--- config.mk ---
export PLATFORM = sky130hd
export DESIGN_NAME = sce_memc
export DESIGN_NICKNAME = d
export VERILOG_FILES = /design/src/memc_ram_pkg.sv /design/src/memc_seg_pkg.sv /design/src/memc_seg_fifo.sv /design/src/memc_rr_arb.sv /design/src/sce_memc.sv
export VERILOG_INCLUDE_DIRS = /design/src
export SDC_FILE = /design/constraint.sdc
export NUM_CORES = 1
export LEC_CHECK = 0
export ABC_CLOCK_PERIOD_IN_PS = 8000
export BUFFER_PORTS_ARGS = -buffer_cell sky130_fd_sc_hd__buf_4
export CAP_MARGIN = 20
export CORE_AREA = 2 2 196 198
export CTS_BUF_LIST = sky130_fd_sc_hd__clkbuf_2 sky130_fd_sc_hd__clkbuf_4 sky130_fd_sc_hd__clkbuf_8
export CTS_CLUSTER_DIAMETER = 100
export DETAILED_ROUTE_END_ITERATION = 12
export DIE_AREA = 0 0 198 200
export GPL_ROUTABILITY_DRIVEN = 0
export PLACE_DENSITY = 0.5
export SYNTH_ARGS = -nofsm -noshare
export SYNTH_HDL_FRONTEND = slang
export SYNTH_SLANG_ARGS = --single-unit
--- constraint.sdc ---
create_clock -name clk -period 8 [get_ports clk]
set_input_delay 2.4 -clock clk [delete_from_list [all_inputs] [get_ports clk]]
set_output_delay 2.4 -clock clk [all_outputs]
set_load 0.005 [all_outputs]
--- src/memc_settings.svh ---
// ##########################################################
// segment memory controller settings
// sizes shared by the packages, the RTL and the testbench
// ##########################################################

`ifndef MEMC_SETTINGS_SVH
`define MEMC_SETTINGS_SVH

// request channels and RAM banks
`define MEMC_INCNT 4
`define MEMC_RAMCNT 2

// named segments, two of them can run as FIFOs
`define MEMC_SEGCNT 6
`define MEMC_FFCNT 2

// RAM address and data widths
`define MEMC_AW 8
`define MEMC_DW 32

// distance used for almost full and almost empty
`define MEMC_ALM_MARGIN 2

`endif

--- src/memc_ram_pkg.sv ---
// ##########################################################
// memc_ram_pkg
// RAM bank geometry and the widths used on the
// arbiter and FIFO side of the segment memory controller
// ##########################################################

`include "memc_settings.svh"

package memc_ram_pkg;

    // word address and data inside one bank
    localparam int ADR_W = `MEMC_AW;
    localparam int DAT_W = `MEMC_DW;

    // words per bank, one full address space each
    localparam int BANK_DEPTH = 2 ** ADR_W;

    // bank select
    localparam int BANK_W = (`MEMC_RAMCNT > 1) ? $clog2(`MEMC_RAMCNT) : 1;

    // winner index of a bank arbiter
    localparam int CH_W = (`MEMC_INCNT > 1) ? $clog2(`MEMC_INCNT) : 1;

    // FIFO count, one bit more so a full segment fits
    localparam int CNT_W = ADR_W + 1;

endpackage : memc_ram_pkg

--- src/memc_seg_pkg.sv ---
// ##########################################################
// memc_seg_pkg
// constant segment map of both RAM banks and the
// port kind codes seen on the request channels
// ##########################################################

`include "memc_settings.svh"

package memc_seg_pkg;

    import memc_ram_pkg::*;

    localparam int SEGID_W = $clog2(`MEMC_SEGCNT);
    localparam int FFID_W  = (`MEMC_FFCNT > 1) ? $clog2(`MEMC_FFCNT) : 1;
    localparam int PT_W    = 2;

    // port kinds
    localparam logic [PT_W-1:0] PT_RW = 2'd0;
    localparam logic [PT_W-1:0] PT_RO = 2'd1;
    localparam logic [PT_W-1:0] PT_WO = 2'd2;

    // bank 0 holds segments 0..2, bank 1 holds segments 3..5
    localparam logic [ADR_W-1:0] SEG_BASE [`MEMC_SEGCNT] =
        '{8'd0, 8'd64, 8'd128, 8'd0, 8'd128, 8'd192};
    localparam logic [CNT_W-1:0] SEG_SIZE [`MEMC_SEGCNT] =
        '{9'd64, 9'd64, 9'd16, 9'd128, 9'd8, 9'd64};
    localparam logic [BANK_W-1:0] SEG_BANK [`MEMC_SEGCNT] =
        '{1'b0, 1'b0, 1'b0, 1'b1, 1'b1, 1'b1};

    // segments 2 and 4 can be driven by FIFO 0 and FIFO 1
    localparam logic SEG_IS_FIFO [`MEMC_SEGCNT] = '{0, 0, 1, 0, 1, 0};
    localparam logic [FFID_W-1:0] SEG_FIFO_ID [`MEMC_SEGCNT] =
        '{1'b0, 1'b0, 1'b0, 1'b0, 1'b1, 1'b0};

    // owning segment of each FIFO
    localparam logic [SEGID_W-1:0] FFIDS [`MEMC_FFCNT] = '{3'd2, 3'd4};

endpackage : memc_seg_pkg

--- src/memc_seg_fifo.sv ---
// ##########################################################
// memc_seg_fifo
// pointer FIFO over one segment region, keeps the read
// and write pointers plus the occupancy count, and derives
// full, almost full, empty and almost empty from the count
// ##########################################################

`include "memc_settings.svh"

module memc_seg_fifo import memc_ram_pkg::*; #(
    parameter int DEPTH = 16
) (
    input  logic             clk,
    input  logic             arst_n_i,
    input  logic             en_i,
    input  logic             clr_i,
    input  logic             wr_i,
    input  logic             rd_i,
    output logic [ADR_W-1:0] wr_ptr_o,
    output logic [ADR_W-1:0] rd_ptr_o,
    output logic [CNT_W-1:0] cnt_o,
    output logic             full_o,
    output logic             almf_o,
    output logic             empt_o,
    output logic             alme_o
);

    logic do_wr;
    logic do_rd;

    // pointers wrap at the segment size, not at the address width
    function automatic logic [ADR_W-1:0] ptr_inc(input logic [ADR_W-1:0] ptr);
        logic [ADR_W-1:0] nxt;
        nxt = (ptr == ADR_W'(DEPTH - 1)) ? '0 : ptr + 1'b1;
        return nxt;
    endfunction

    // wr_i and rd_i come from granted accesses only
    assign do_wr = en_i & wr_i & ~full_o;
    assign do_rd = en_i & rd_i & ~empt_o;

    always_ff @(posedge clk or negedge arst_n_i) begin
        if (!arst_n_i) begin
            wr_ptr_o <= '0;
            rd_ptr_o <= '0;
            cnt_o    <= '0;
        end else if (clr_i) begin
            wr_ptr_o <= '0;
            rd_ptr_o <= '0;
            cnt_o    <= '0;
        end else begin
            if (do_wr) begin
                wr_ptr_o <= ptr_inc(wr_ptr_o);
            end
            if (do_rd) begin
                rd_ptr_o <= ptr_inc(rd_ptr_o);
            end
            // read and write together keep the count
            case ({do_wr, do_rd})
                2'b10:   cnt_o <= cnt_o + 1'b1;
                2'b01:   cnt_o <= cnt_o - 1'b1;
                default: cnt_o <= cnt_o;
            endcase
        end
    end

    assign full_o = (cnt_o == CNT_W'(DEPTH));
    assign empt_o = (cnt_o == '0);
    assign almf_o = (cnt_o >= CNT_W'(DEPTH - `MEMC_ALM_MARGIN));
    assign alme_o = (cnt_o <= CNT_W'(`MEMC_ALM_MARGIN));

endmodule : memc_seg_fifo

--- src/memc_rr_arb.sv ---
// ##########################################################
// memc_rr_arb
// round-robin arbiter for one RAM bank, grants a single
// requester per cycle, searching upward from a rotating
// priority pointer that moves past each winner
// ##########################################################

module memc_rr_arb #(
    parameter  int NUM_IN = 4,
    localparam int IW     = (NUM_IN > 1) ? $clog2(NUM_IN) : 1
) (
    input  logic              clk,
    input  logic              arst_n_i,
    input  logic [NUM_IN-1:0] req_i,
    output logic [NUM_IN-1:0] gnt_o,
    output logic [IW-1:0]     idx_o
);

    localparam int SW = IW + 1;

    logic [IW-1:0] ptr_q;
    logic [SW-1:0] cand_sum;
    logic [IW-1:0] cand;
    logic          found;

    // combinational search, the grant lands in the request cycle
    always_comb begin
        found    = 1'b0;
        idx_o    = '0;
        cand_sum = '0;
        cand     = '0;
        for (int i = 0; i < NUM_IN; i++) begin
            cand_sum = {1'b0, ptr_q} + SW'(i);
            // wrap around the top of the request vector
            if (cand_sum >= SW'(NUM_IN)) begin
                cand = IW'(cand_sum - SW'(NUM_IN));
            end else begin
                cand = IW'(cand_sum);
            end
            if (!found && req_i[cand]) begin
                found = 1'b1;
                idx_o = cand;
            end
        end
        gnt_o = '0;
        if (found) begin
            gnt_o[idx_o] = 1'b1;
        end
    end

    // pointer only moves when a grant was given
    always_ff @(posedge clk or negedge arst_n_i) begin
        if (!arst_n_i) begin
            ptr_q <= '0;
        end else if (found) begin
            ptr_q <= (idx_o == IW'(NUM_IN - 1)) ? '0 : idx_o + 1'b1;
        end
    end

endmodule : memc_rr_arb

--- src/sce_memc.sv ---
// ##########################################################
// sce_memc
// segment memory controller, decodes each channel's
// segment to bank and base, gates FIFO segments on their
// status, arbitrates each bank round-robin and returns
// read data one cycle after the ready cycle
// ##########################################################

`include "memc_settings.svh"

module sce_memc import memc_ram_pkg::*, memc_seg_pkg::*; (
    input  logic                                 clk,
    input  logic                                 arst_n_i,
    // channel side
    input  logic [`MEMC_INCNT-1:0][SEGID_W-1:0]  seg_id_i,
    input  logic [`MEMC_INCNT-1:0][ADR_W-1:0]    seg_ptr_i,
    input  logic [`MEMC_INCNT-1:0]               seg_rd_i,
    input  logic [`MEMC_INCNT-1:0]               seg_wr_i,
    input  logic [`MEMC_INCNT-1:0][DAT_W-1:0]    seg_wdat_i,
    input  logic [`MEMC_INCNT-1:0][PT_W-1:0]     port_kind_i,
    output logic [`MEMC_INCNT-1:0]               seg_ready_o,
    output logic [`MEMC_INCNT-1:0][DAT_W-1:0]    seg_rdat_o,
    // bank side
    output logic [`MEMC_RAMCNT-1:0][ADR_W-1:0]   ram_addr_o,
    output logic [`MEMC_RAMCNT-1:0]              ram_rd_o,
    output logic [`MEMC_RAMCNT-1:0]              ram_wr_o,
    output logic [`MEMC_RAMCNT-1:0][DAT_W-1:0]   ram_wdat_o,
    input  logic [`MEMC_RAMCNT-1:0][DAT_W-1:0]   ram_rdat_i,
    // FIFO control and status
    input  logic [`MEMC_FFCNT-1:0]               fifo_en_i,
    input  logic [`MEMC_FFCNT-1:0]               fifo_clr_i,
    output logic [`MEMC_FFCNT-1:0][CNT_W-1:0]    fifo_cnt_o,
    output logic [`MEMC_FFCNT-1:0][3:0]          fifo_sr_o
);

    logic [`MEMC_INCNT-1:0][BANK_W-1:0]  ch_bank;
    logic [`MEMC_INCNT-1:0][BANK_W-1:0]  ch_bank_q;
    logic [`MEMC_INCNT-1:0][ADR_W-1:0]   ch_addr;
    logic [`MEMC_INCNT-1:0]              ch_rd;
    logic [`MEMC_INCNT-1:0]              ch_wr;
    logic [`MEMC_INCNT-1:0]              ch_req;
    logic [`MEMC_RAMCNT-1:0][`MEMC_INCNT-1:0] bank_req;
    logic [`MEMC_RAMCNT-1:0][`MEMC_INCNT-1:0] bank_gnt;
    logic [`MEMC_RAMCNT-1:0][CH_W-1:0]   bank_idx;
    logic [`MEMC_FFCNT-1:0]              ff_wr, ff_rd;
    logic [`MEMC_FFCNT-1:0]              ff_full, ff_almf, ff_empt, ff_alme;
    logic [`MEMC_FFCNT-1:0][ADR_W-1:0]   ff_wr_ptr, ff_rd_ptr;

    for (genvar c = 0; c < `MEMC_INCNT; c++) begin : g_ch
        logic [SEGID_W-1:0] sid;
        logic [FFID_W-1:0]  fid;
        logic               ff_on;
        logic               can_rd, can_wr;
        logic [ADR_W-1:0]   ptr;

        assign sid   = seg_id_i[c];
        assign fid   = SEG_FIFO_ID[sid];
        assign ff_on = SEG_IS_FIFO[sid] & fifo_en_i[fid];
        assign ch_bank[c] = SEG_BANK[sid];

        assign can_rd = (port_kind_i[c] == PT_RW) | (port_kind_i[c] == PT_RO);
        assign can_wr = (port_kind_i[c] == PT_RW) | (port_kind_i[c] == PT_WO);

        // one operation per request, a read wins over a write
        assign ch_rd[c] = seg_rd_i[c] & can_rd & ~(ff_on & ff_empt[fid]);
        assign ch_wr[c] = seg_wr_i[c] & ~seg_rd_i[c] & can_wr & ~(ff_on & ff_full[fid]);
        assign ch_req[c] = ch_rd[c] | ch_wr[c];

        // an enabled FIFO supplies the pointer
        assign ptr = ~ff_on       ? seg_ptr_i[c] :
                     seg_rd_i[c]  ? ff_rd_ptr[fid] : ff_wr_ptr[fid];
        assign ch_addr[c] = SEG_BASE[sid] + ptr;

        // bank of the last cycle picks the returning read word
        always_ff @(posedge clk or negedge arst_n_i) begin
            if (!arst_n_i) begin
                ch_bank_q[c] <= '0;
            end else begin
                ch_bank_q[c] <= ch_bank[c];
            end
        end
        assign seg_rdat_o[c] = ram_rdat_i[ch_bank_q[c]];
    end

    for (genvar b = 0; b < `MEMC_RAMCNT; b++) begin : g_bank
        logic any_gnt;

        for (genvar c = 0; c < `MEMC_INCNT; c++) begin : g_req
            assign bank_req[b][c] = ch_req[c] & (ch_bank[c] == BANK_W'(b));
        end

        memc_rr_arb #(
            .NUM_IN (`MEMC_INCNT)
        ) u_arb (
            .clk      (clk),
            .arst_n_i (arst_n_i),
            .req_i    (bank_req[b]),
            .gnt_o    (bank_gnt[b]),
            .idx_o    (bank_idx[b])
        );

        // winner's request goes onto the bank
        assign any_gnt       = |bank_gnt[b];
        assign ram_addr_o[b] = ch_addr[bank_idx[b]];
        assign ram_rd_o[b]   = any_gnt & ch_rd[bank_idx[b]];
        assign ram_wr_o[b]   = any_gnt & ch_wr[bank_idx[b]];
        assign ram_wdat_o[b] = seg_wdat_i[bank_idx[b]];
    end

    // a channel only requests its own bank, so the grants just merge
    always_comb begin
        seg_ready_o = '0;
        for (int b = 0; b < `MEMC_RAMCNT; b++) begin
            seg_ready_o |= bank_gnt[b];
        end
    end

    for (genvar k = 0; k < `MEMC_FFCNT; k++) begin : g_ff
        localparam int SID = FFIDS[k];
        localparam int BK  = SEG_BANK[SID];
        logic hit;

        // granted operation on this bank targets the FIFO segment
        assign hit      = (seg_id_i[bank_idx[BK]] == SEGID_W'(SID));
        assign ff_wr[k] = ram_wr_o[BK] & hit;
        assign ff_rd[k] = ram_rd_o[BK] & hit;

        memc_seg_fifo #(
            .DEPTH (int'(SEG_SIZE[SID]))
        ) u_fifo (
            .clk      (clk),
            .arst_n_i (arst_n_i),
            .en_i     (fifo_en_i[k]),
            .clr_i    (fifo_clr_i[k]),
            .wr_i     (ff_wr[k]),
            .rd_i     (ff_rd[k]),
            .wr_ptr_o (ff_wr_ptr[k]),
            .rd_ptr_o (ff_rd_ptr[k]),
            .cnt_o    (fifo_cnt_o[k]),
            .full_o   (ff_full[k]),
            .almf_o   (ff_almf[k]),
            .empt_o   (ff_empt[k]),
            .alme_o   (ff_alme[k])
        );

        assign fifo_sr_o[k] = {ff_full[k], ff_almf[k], ff_empt[k], ff_alme[k]};
    end

endmodule : sce_memc

# Yosys cells after proc, flatten, opt, wreduce, memory -nomap -nowiden
# Memory sizes are Yosys's and may differ from the RTL's.
# Cells that the tools add are included.
word_totals:
  reg_bits: 58
  rom_bits: 352
  input_bits: 258
  output_inout_bits: 242
  elab_cells: 407
  memories: 16
mem_list:
  columns: ["memory", "words", "word_bits", "rd", "rd_ports_with_merged_regs", "wr", "line_no", "source"]
  rows:
  - ["(no name shown)", 8, 8, 1, 0, 0, "sce_memc.sv:72", "assign ch_addr[c] = SEG_BASE[sid] + ptr;"]
  - ["(no name shown)", 8, 8, 1, 0, 0, "sce_memc.sv:72", null]
  - ["(no name shown)", 8, 8, 1, 0, 0, "sce_memc.sv:72", null]
  - ["(no name shown)", 8, 8, 1, 0, 0, "sce_memc.sv:72", null]
  - ["(no name shown)", 8, 1, 1, 0, 0, "sce_memc.sv:59", "assign ch_bank[c] = SEG_BANK[sid];"]
  - ["(no name shown)", 8, 1, 1, 0, 0, "sce_memc.sv:58", "assign ff_on = SEG_IS_FIFO[sid] & fifo_en_i[fid];"]
  - ["+10 memories", null, null, null, null, null, null, null]
op_classes:
  n_addsub: 28
  n_lt_le_gt_ge: 36
  eq_ne: 22
  mux: 172
  bitwise: 93
  reduce_logical: 28
ops:
  columns: ["op", "count"]
  rows:
  - ["8-bit 2-to-1 mux", 46]
  - ["32-bit 2-to-1 mux", 10]
  - ["32-bit binary-select mux with 2-bit select", 2]
  - ["1-bit 2-to-1 mux", 70]
  - ["1-bit bitwise AND", 56]
  - ["2-bit 2-to-1 mux", 18]
  - ["9-bit one-hot mux with 2 select lines", 2]
  - ["8-bit by 1-bit adder with 8-bit output (second input constant)", 4]
  - ["8-bit adder", 4]
  - ["8-bit binary-select mux with 2-bit select", 2]
  - ["2-bit by 3-bit less-than comparator with 1-bit output (second input constant)", 10]
  - ["1-bit binary-select mux with 2-bit select", 12]
  - ["1-bit NOT", 20]
  - ["9-bit by 1-bit adder with 9-bit output (second input constant)", 2]
  - ["3-bit greater-or-equal comparator (second input constant)", 6]
  - ["9-bit by 2-bit less-or-equal comparator with 1-bit output (second input constant)", 2]
  - ["9-bit zero test", 2]
  - ["9-bit 2-to-1 mux", 2]
  - ["9-bit by 1-bit subtractor with 9-bit output (second input constant)", 2]
  - ["2-bit equality test (second input constant)", 8]
  - ["8-bit by 3-bit equality test with 1-bit output (second input constant)", 2]
  - ["8-bit by 4-bit equality test with 1-bit output (second input constant)", 2]
  - ["4-bit greater-or-equal comparator (second input constant)", 4]
  - ["1-bit by 2-bit less-than comparator with 1-bit output (second input constant)", 8]
  - ["26 further kinds", 83]

# Depth between registers and ports, before layout
logic_depth:
  word_depth: 37
  depth_mapped: 25
  ltp_nobuf: 25

# Cells and area by module
# From an unflattened synthesis, not the netlist that was laid out.
hier_totals:
  hier_cells: 946
  area_unflattened_um2: 9550.4
modules_own_cells:
  columns: ["mod", "n_inst", "cells_per_inst", "area_per_inst_um2", "seq_area_each_um2"]
  rows:
  - ["sce_memc", 1, 535, 5670.4, 100.1]
  - ["memc_seg_fifo (g_ff[1].u_fifo)", 1, 184, 1687.9, 625.6]
  - ["memc_seg_fifo (g_ff[0].u_fifo)", 1, 172, 1656.6, 625.6]
  - ["memc_rr_arb (g_bank[0].u_arb)", 1, 27, 270.3, 50.0]
  - ["memc_rr_arb (g_bank[1].u_arb)", 1, 28, 265.3, 50.0]

# Least setup slack after synthesis
# Ideal clock, no wire load.
synth_path:
  kind: "input port to output port"
  startpoint: "input port seg_id_i[5] (netlist bit)"
  endpoint: "output port seg_ready_o[0]"
  t_arrival_ps: 5298
  t_required_ps: 5600
  path_slack_ps: 302
  stages: 13
  path_buffers: 3
  cell_sequence: "nor2b_1 > buf_1 > a31oi_1 > o31a_1 > o21ba_2 > nor2_1 > a311o_1 > nor2_4 > clkinv_1 > clkbuf_1 > clkbuf_1 > ha_1 > a22o_1"
synth_between:
  elab_chain_cells: 30
  elab_cells_between_ends: 84
  cone_classes: "order compare: 4; mux: 50; bitwise: 13; reduce/logical: 14; memory: 3"
synth_rtl:
  columns: ["element", "line_no", "source"]
  rows:
  - ["start, declared", "sce_memc.sv:15", "input logic [`MEMC_INCNT-1:0][SEGID_W-1:0] seg_id_i,"]
  - ["3-bit NOT with 4-bit output (implied by the code) *", "sce_memc.sv:57, sce_memc.sv:58, sce_memc.sv:59", null]
  - ["memory read 8 x 1 bit", null, null]
  - ["1-bit 2-to-1 mux (implied by the code) (2 in a row)", "sce_memc.sv:57", "assign fid = SEG_FIFO_ID[sid];"]
  - ["1-bit 2-to-1 mux (implied by the code) (2 in a row)", "sce_memc.sv:58", null]
  - ["1-bit bitwise AND", "sce_memc.sv:58", null]
  - ["1-bit bitwise AND, on equally long branches", "sce_memc.sv:65, sce_memc.sv:66", null]
  - ["1-bit NOT, on equally long branches", "sce_memc.sv:65, sce_memc.sv:66", null]
  - ["1-bit bitwise AND, on equally long branches", "sce_memc.sv:65, sce_memc.sv:66", null]
  - ["[12 not listed]", null, null]
  - ["1-bit logical AND", "memc_rr_arb.sv:40", "if (!found && req_i[cand]) begin"]
  - ["2-bit 2-to-1 mux", "memc_rr_arb.sv:40", null]
  - ["2-bit by 3-bit less-than comparator with 1-bit output (implied by the code) or 2-bit by 1-bit greater-or-equal comparator with 1-bit output (tied branches)", "memc_rr_arb.sv:47", "gnt_o[idx_o] = 1'b1;"]
  - ["1-bit logical AND (implied by the code)", "memc_rr_arb.sv:47", null]
  - ["1-bit 2-to-1 mux (implied by the code)", "memc_rr_arb.sv:47", null]
  - ["1-bit demux with 2-bit select", null, null]
  - ["4-bit 2-to-1 mux", "memc_rr_arb.sv:46", "if (found) begin"]
  - ["4-bit OR *", "sce_memc.sv:114", "seg_ready_o |= bank_gnt[b];"]
  - ["end, declared", "sce_memc.sv:21", "output logic [`MEMC_INCNT-1:0] seg_ready_o,"]
# Mark *: on every way between the ends. The rest lies on a longest branch, timed or not. The select of a mux whose other input is x is not followed.

==> impl_summary.md <==
Outcome
The run finished with clean final reports.

Die
Measured along the x axis, the die boundary spans 198 µm. The die is roughly 200 µm tall. Pin placement for this block handled 500 I/O pins. The die footprint is roughly 0.040 mm². The effective utilization at floorplan is between 20% and 30%.

The number of core rows is a little over 70. The core region is 0.03740 mm².

Route
For this block, the initial DRC count from the detailed router was 804. Once detail routing completed, the nets flagged for antenna violations numbered 0. The detailed router placed roughly 12k vias in this run. Dividing the detail-routed wire length by the instance count gives ~22 µm. Wire segments on met3 add up to 3332 µm in the final route. After detailed routing, the total wire length is around 50000 µm.

The number of remaining DRC errors is 0. The first-pass iteration count of the detailed router is 6. Routed signal wires occupy layers up through met4.

Detailed routing placed a total of 25370 µm of wire on met2. The via-per-instance ratio is 5.303. In the final routing, the length of wire on met1 measures around 20000 µm.

Synth
The number of nets in the synthesized netlist is approximately 1.6k. The sequential element share of the synthesized area is roughly 14%. The synthesized netlist occupies a cell area of around 0.01 mm². The register bit count reported by yosys is between 50 and 60. Of all flip-flops after synthesis, the portion carrying an async set or reset was 100.0%. The mean cell area of the mapped netlist is 7.515 µm².

In this run, distinct cell masters in the synthesized netlist total 86. The number of synthesized flops with an enable pin is 0. The Yosys warning count is 0. The post-synthesis instance total is 1333. The prevailing post-synth register cell is sky130_fd_sc_hd__dfrtp_1.

Power and ir drop
Summed over all cells, the static leakage comes to 7.155 nW. The switching share of power is between 40 and 50%. The fraction of power consumed by combinational cells is about 66%. The share of total power in the clock network is ~17%.

Of the total power, registers draw between 10% and 20%. The total power is between 0.0015 and 0.002 W. The cell-internal power is 0.001097 W.

The total power density per cell area is around 130 mW/mm². The worst-case IR drop observed on VDD is 90.68 µV. The switching power total is between 0.0008 and 0.0009 W.

Global routing
The number of global-route vias before repair is roughly 12k. Entering global routing, the biggest net connects between 90 and 100 pins. The number of antenna violations at the first check in global routing was 4. The first-pass GRT wire length is 72310 µm.

The overall track demand over capacity in global routing is about a quarter. The leftover overflow at the end of global routing is 0.

Worst setup path
Data on the critical path arrives at its endpoint at between 5 and 6 ns. STA classifies the critical path startpoint as a primary input. Of all nets on the critical path, the largest fanout is 94. The worst path required time is roughly 5.6 ns. STA classifies the critical path endpoint as an output port. The kind of critical path is in2out.

Placement
The number of placed cells counting well taps is about 2.3k. The wire-length estimate of the detail-placed layout is ~40000 µm. Input and output buffers added on the ports amount to 499.

Cells and area
For this run, the share of the core covered by cells in the final layout is 39.25%. The layout-stage area growth over the synthesis result is 46.54%. The number of nets at the end of the flow is between 2k and 2.5k. The library cell used most frequently in the layout, excluding fill and tap cells, is sky130_fd_sc_hd__buf_4. In the layout the commonest cells are sky130_fd_sc_hd__buf_4, sky130_fd_sc_hd__nand2_1, sky130_fd_sc_hd__mux2_2. The share of cells above drive strength 1 is around 43%. The finished layout holds ~2.3k standard cells, fillers aside.

Clock network
After clock tree synthesis, the clock-pin slew on the worst setup and hold paths is ~0.080 ns. The clock latency on the worst-skew pair is between 0.3 and 0.4 ns. The clock passes through at most 2 buffers. In this run, post-CTS hold repair placed 0 buffers. The number of clock sinks is 58.

CTS built an H-tree with a depth of 3. TritonCTS built the clock tree. Clock tree synthesis selected as its root buffer the cell sky130_fd_sc_hd__clkbuf_8. The number of buffers created by CTS is 9.

Timing
The setup-violating endpoint count in the final report is 0. The worst path uses between 90 and 100% of the clock period. Setup repair after global routing could not meet its margin everywhere.

The hold violation count in the final report is 0. The worst clock skew on the final layout is between 0.01 and 0.015 ns. The smallest clock period supported by the final layout is computed as around 7.9 ns. Derived from the worst setup path, the maximum achievable clock frequency is between 0.1 and 0.15 GHz. The worst max-slew margin expressed relative to the limit is 44.89%. At the pin with the least slew margin, the transition time is 0.8266 ns. The max-slew violation total from the final report is 0.

Hold path
In this run the worst hold path is classified as reg2reg.

Run
The max-capacitance violation count is 0.
[metal layers]
layer / global-route usage, % / vias up
li1: - / 5770
met1: 28.26 / 5853
met2: 42.67 / 535
met3: 4.368 / 93
met4: 9.273 / 0
met5: 0 / -
[power by group through the flow]
stage | Clock [W] | Combinational (W) | Sequential [W]
after floorplan | 0 | 0.000595 | 0.000321
after CTS | 0.000329 | 0.00128 | 0.000327
after detailed placement | 0 | 0.00127 | 0.000333
after global routing | 0.000340 | 0.00138 | 0.000329
after global placement | 0 | 0.00127 | 0.000332
final | 0.000322 | 0.00128 | 0.000327
[worst paths after layout]
check / start / end / slack (ns) / depth (start not counted)
min in group asynchronous: arst_n_i / g_ff[0].u_fifo.cnt_o[8]$_DFFE_PN0P_ / 2.12 / 1
setup / recovery: seg_id_i[2] / ram_addr_o[14] / 0.12 / 12
max in group asynchronous: arst_n_i / g_ff[1].u_fifo.rd_ptr_o[2]$_DFFE_PN0P_ / 5.32 / 1
setup reg to reg: g_ff[1].u_fifo.cnt_o[5]$_DFFE_PN0P_ / g_ff[1].u_fifo.cnt_o[8]$_DFFE_PN0P_ / 1.67 / 22
hold reg to reg: g_bank[1].u_arb.ptr_q[0]$_DFFE_PN0P_ / g_bank[1].u_arb.ptr_q[0]$_DFFE_PN0P_ / 0.58 / 1
hold / removal: g_bank[1].u_arb.ptr_q[0]$_DFFE_PN0P_ / g_bank[1].u_arb.ptr_q[0]$_DFFE_PN0P_ / 0.58 / 1
[critical path: stages]
cell,delay (ns)
sky130_fd_sc_hd__buf_4,0.13
sky130_fd_sc_hd__nand2b_1,0.16
sky130_fd_sc_hd__nor3b_1,0.35
sky130_fd_sc_hd__o221ai_2,0.18
sky130_fd_sc_hd__a32oi_4,0.47
sky130_fd_sc_hd__o21ai_2,0.15
sky130_fd_sc_hd__a2111oi_4,0.47
sky130_fd_sc_hd__buf_12,0.39
sky130_fd_sc_hd__nand2_1,0.09
sky130_fd_sc_hd__and3_1,0.17
sky130_fd_sc_hd__a31oi_1,0.23
sky130_fd_sc_hd__buf_4,0.17
[sequential cells by signal, summed over array words and instances, names as in the netlist]
name and cells:
ch_bank_q 4, g_ff.u_fifo.wr_ptr_o 16, g_ff.u_fifo.cnt_o 18, g_bank.u_arb.ptr_q 4
g_ff.u_fifo.rd_ptr_o 16
[cell usage after synthesis (3+ instances only)]
| cell type | number | area share [%] |
|---|---|---|
| sky130_fd_sc_hd__dfrtp_1 | 58 | 14 |
| sky130_fd_sc_hd__nor3b_1 | 6 | 0.45 |
| sky130_fd_sc_hd__nand2b_1 | 8 | 0.50 |
| sky130_fd_sc_hd__or4_1 | 5 | 0.37 |
| sky130_fd_sc_hd__nand3b_1 | 4 | 0.30 |
| sky130_fd_sc_hd__o21ai_0 | 45 | 2.2 |
| sky130_fd_sc_hd__buf_4 | 9 | 0.67 |
| sky130_fd_sc_hd__a31o_2 | 3 | 0.26 |
| sky130_fd_sc_hd__mux2i_1 | 35 | 3.5 |
| sky130_fd_sc_hd__inv_1 | 36 | 1.3 |
| sky130_fd_sc_hd__nor2b_1 | 14 | 0.87 |
| sky130_fd_sc_hd__o21ai_1 | 4 | 0.20 |
| sky130_fd_sc_hd__o21a_1 | 4 | 0.30 |
| sky130_fd_sc_hd__a21oi_1 | 42 | 2.1 |
| sky130_fd_sc_hd__or3_1 | 8 | 0.50 |
| sky130_fd_sc_hd__a22o_1 | 11 | 0.96 |
| sky130_fd_sc_hd__a31oi_1 | 70 | 4.4 |
| sky130_fd_sc_hd__nor3_1 | 15 | 0.75 |
| sky130_fd_sc_hd__clkinv_1 | 3 | 0.11 |
| sky130_fd_sc_hd__xnor2_1 | 15 | 1.3 |
| sky130_fd_sc_hd__o221a_2 | 3 | 0.34 |
| sky130_fd_sc_hd__and2_1 | 6 | 0.37 |
| sky130_fd_sc_hd__o211ai_1 | 8 | 0.60 |
| sky130_fd_sc_hd__mux4_2 | 32 | 7.2 |
| sky130_fd_sc_hd__nand2_1 | 339 | 13 |
| sky130_fd_sc_hd__o31a_1 | 3 | 0.26 |
| sky130_fd_sc_hd__clkbuf_1 | 60 | 2.2 |
| sky130_fd_sc_hd__nand4_1 | 6 | 0.37 |
| sky130_fd_sc_hd__nand3_1 | 27 | 1.3 |
| sky130_fd_sc_hd__mux2_2 | 144 | 16 |
| sky130_fd_sc_hd__and3_1 | 77 | 4.8 |
| sky130_fd_sc_hd__buf_1 | 26 | 0.97 |
| sky130_fd_sc_hd__buf_2 | 5 | 0.25 |
| sky130_fd_sc_hd__o21bai_1 | 7 | 0.52 |
| sky130_fd_sc_hd__nor2_1 | 57 | 2.1 |
| sky130_fd_sc_hd__o41ai_1 | 4 | 0.35 |
| sky130_fd_sc_hd__o31ai_1 | 4 | 0.30 |
| sky130_fd_sc_hd__ha_1 | 30 | 3.7 |
| sky130_fd_sc_hd__nor4_1 | 11 | 0.69 |
| sky130_fd_sc_hd__a21o_1 | 12 | 0.90 |
| sky130_fd_sc_hd__a311o_1 | 3 | 0.30 |
| sky130_fd_sc_hd__xor2_1 | 12 | 1.0 |
[kinds of logic (layout without fill, tap and decap cells)]
family	count (synthesis)	in the layout	share of synthesized area [%]
buffers and inverters	142	602	5.796
AOI/OAI and AO/OA	265	265	18.61
and+or+nand+nor	597	597	27.60
muxes	212	212	26.99
other	0	6	0
xor gates and xnor gates	27	27	2.361
DFF	58	58	14.49
adders and majority gates	32	32	4.147
[layout make-up]
class / count / area, µm²
Fill cell: 3843 / 22720
Multi-Input combinational cell: 1133 / 8005
Timing Repair Buffer: 545 / 4192
Sequential cell: 58 / 1451
Tap cell: 511 / 639.4
Inverter: 41 / 153.9
Clock buffer: 11 / 145.1
Clock inverter: 5 / 77.57
Antenna cell: 6 / 15.01
[repair_timing]
item,CTS,global route
endpoints found under the hold margin,0,0
buffers inserted,0,0
resized for setup,0,2
endpoints found under the setup margin,0,23
[per-stage QoR]
step | setup TNS (ns) | setup WS (ns) | cell area, µm² | hold WS [ns]
after floorplan | 0 | 0.3015 | 10020 | 0.4923
after global placement | 0 | 0.1970 | 14430 | 0.5619
after detailed placement | 0 | 0.1695 | 14430 | 0.5696
after CTS | 0 | 0.1469 | 14660 | 0.5805
after global routing | -0.0006994 | -0.0006994 | 14670 | 0.6048
final | 0 | 0.1237 | 14680 | 0.5762
Note: power is estimated with default switching activity, not from simulation.
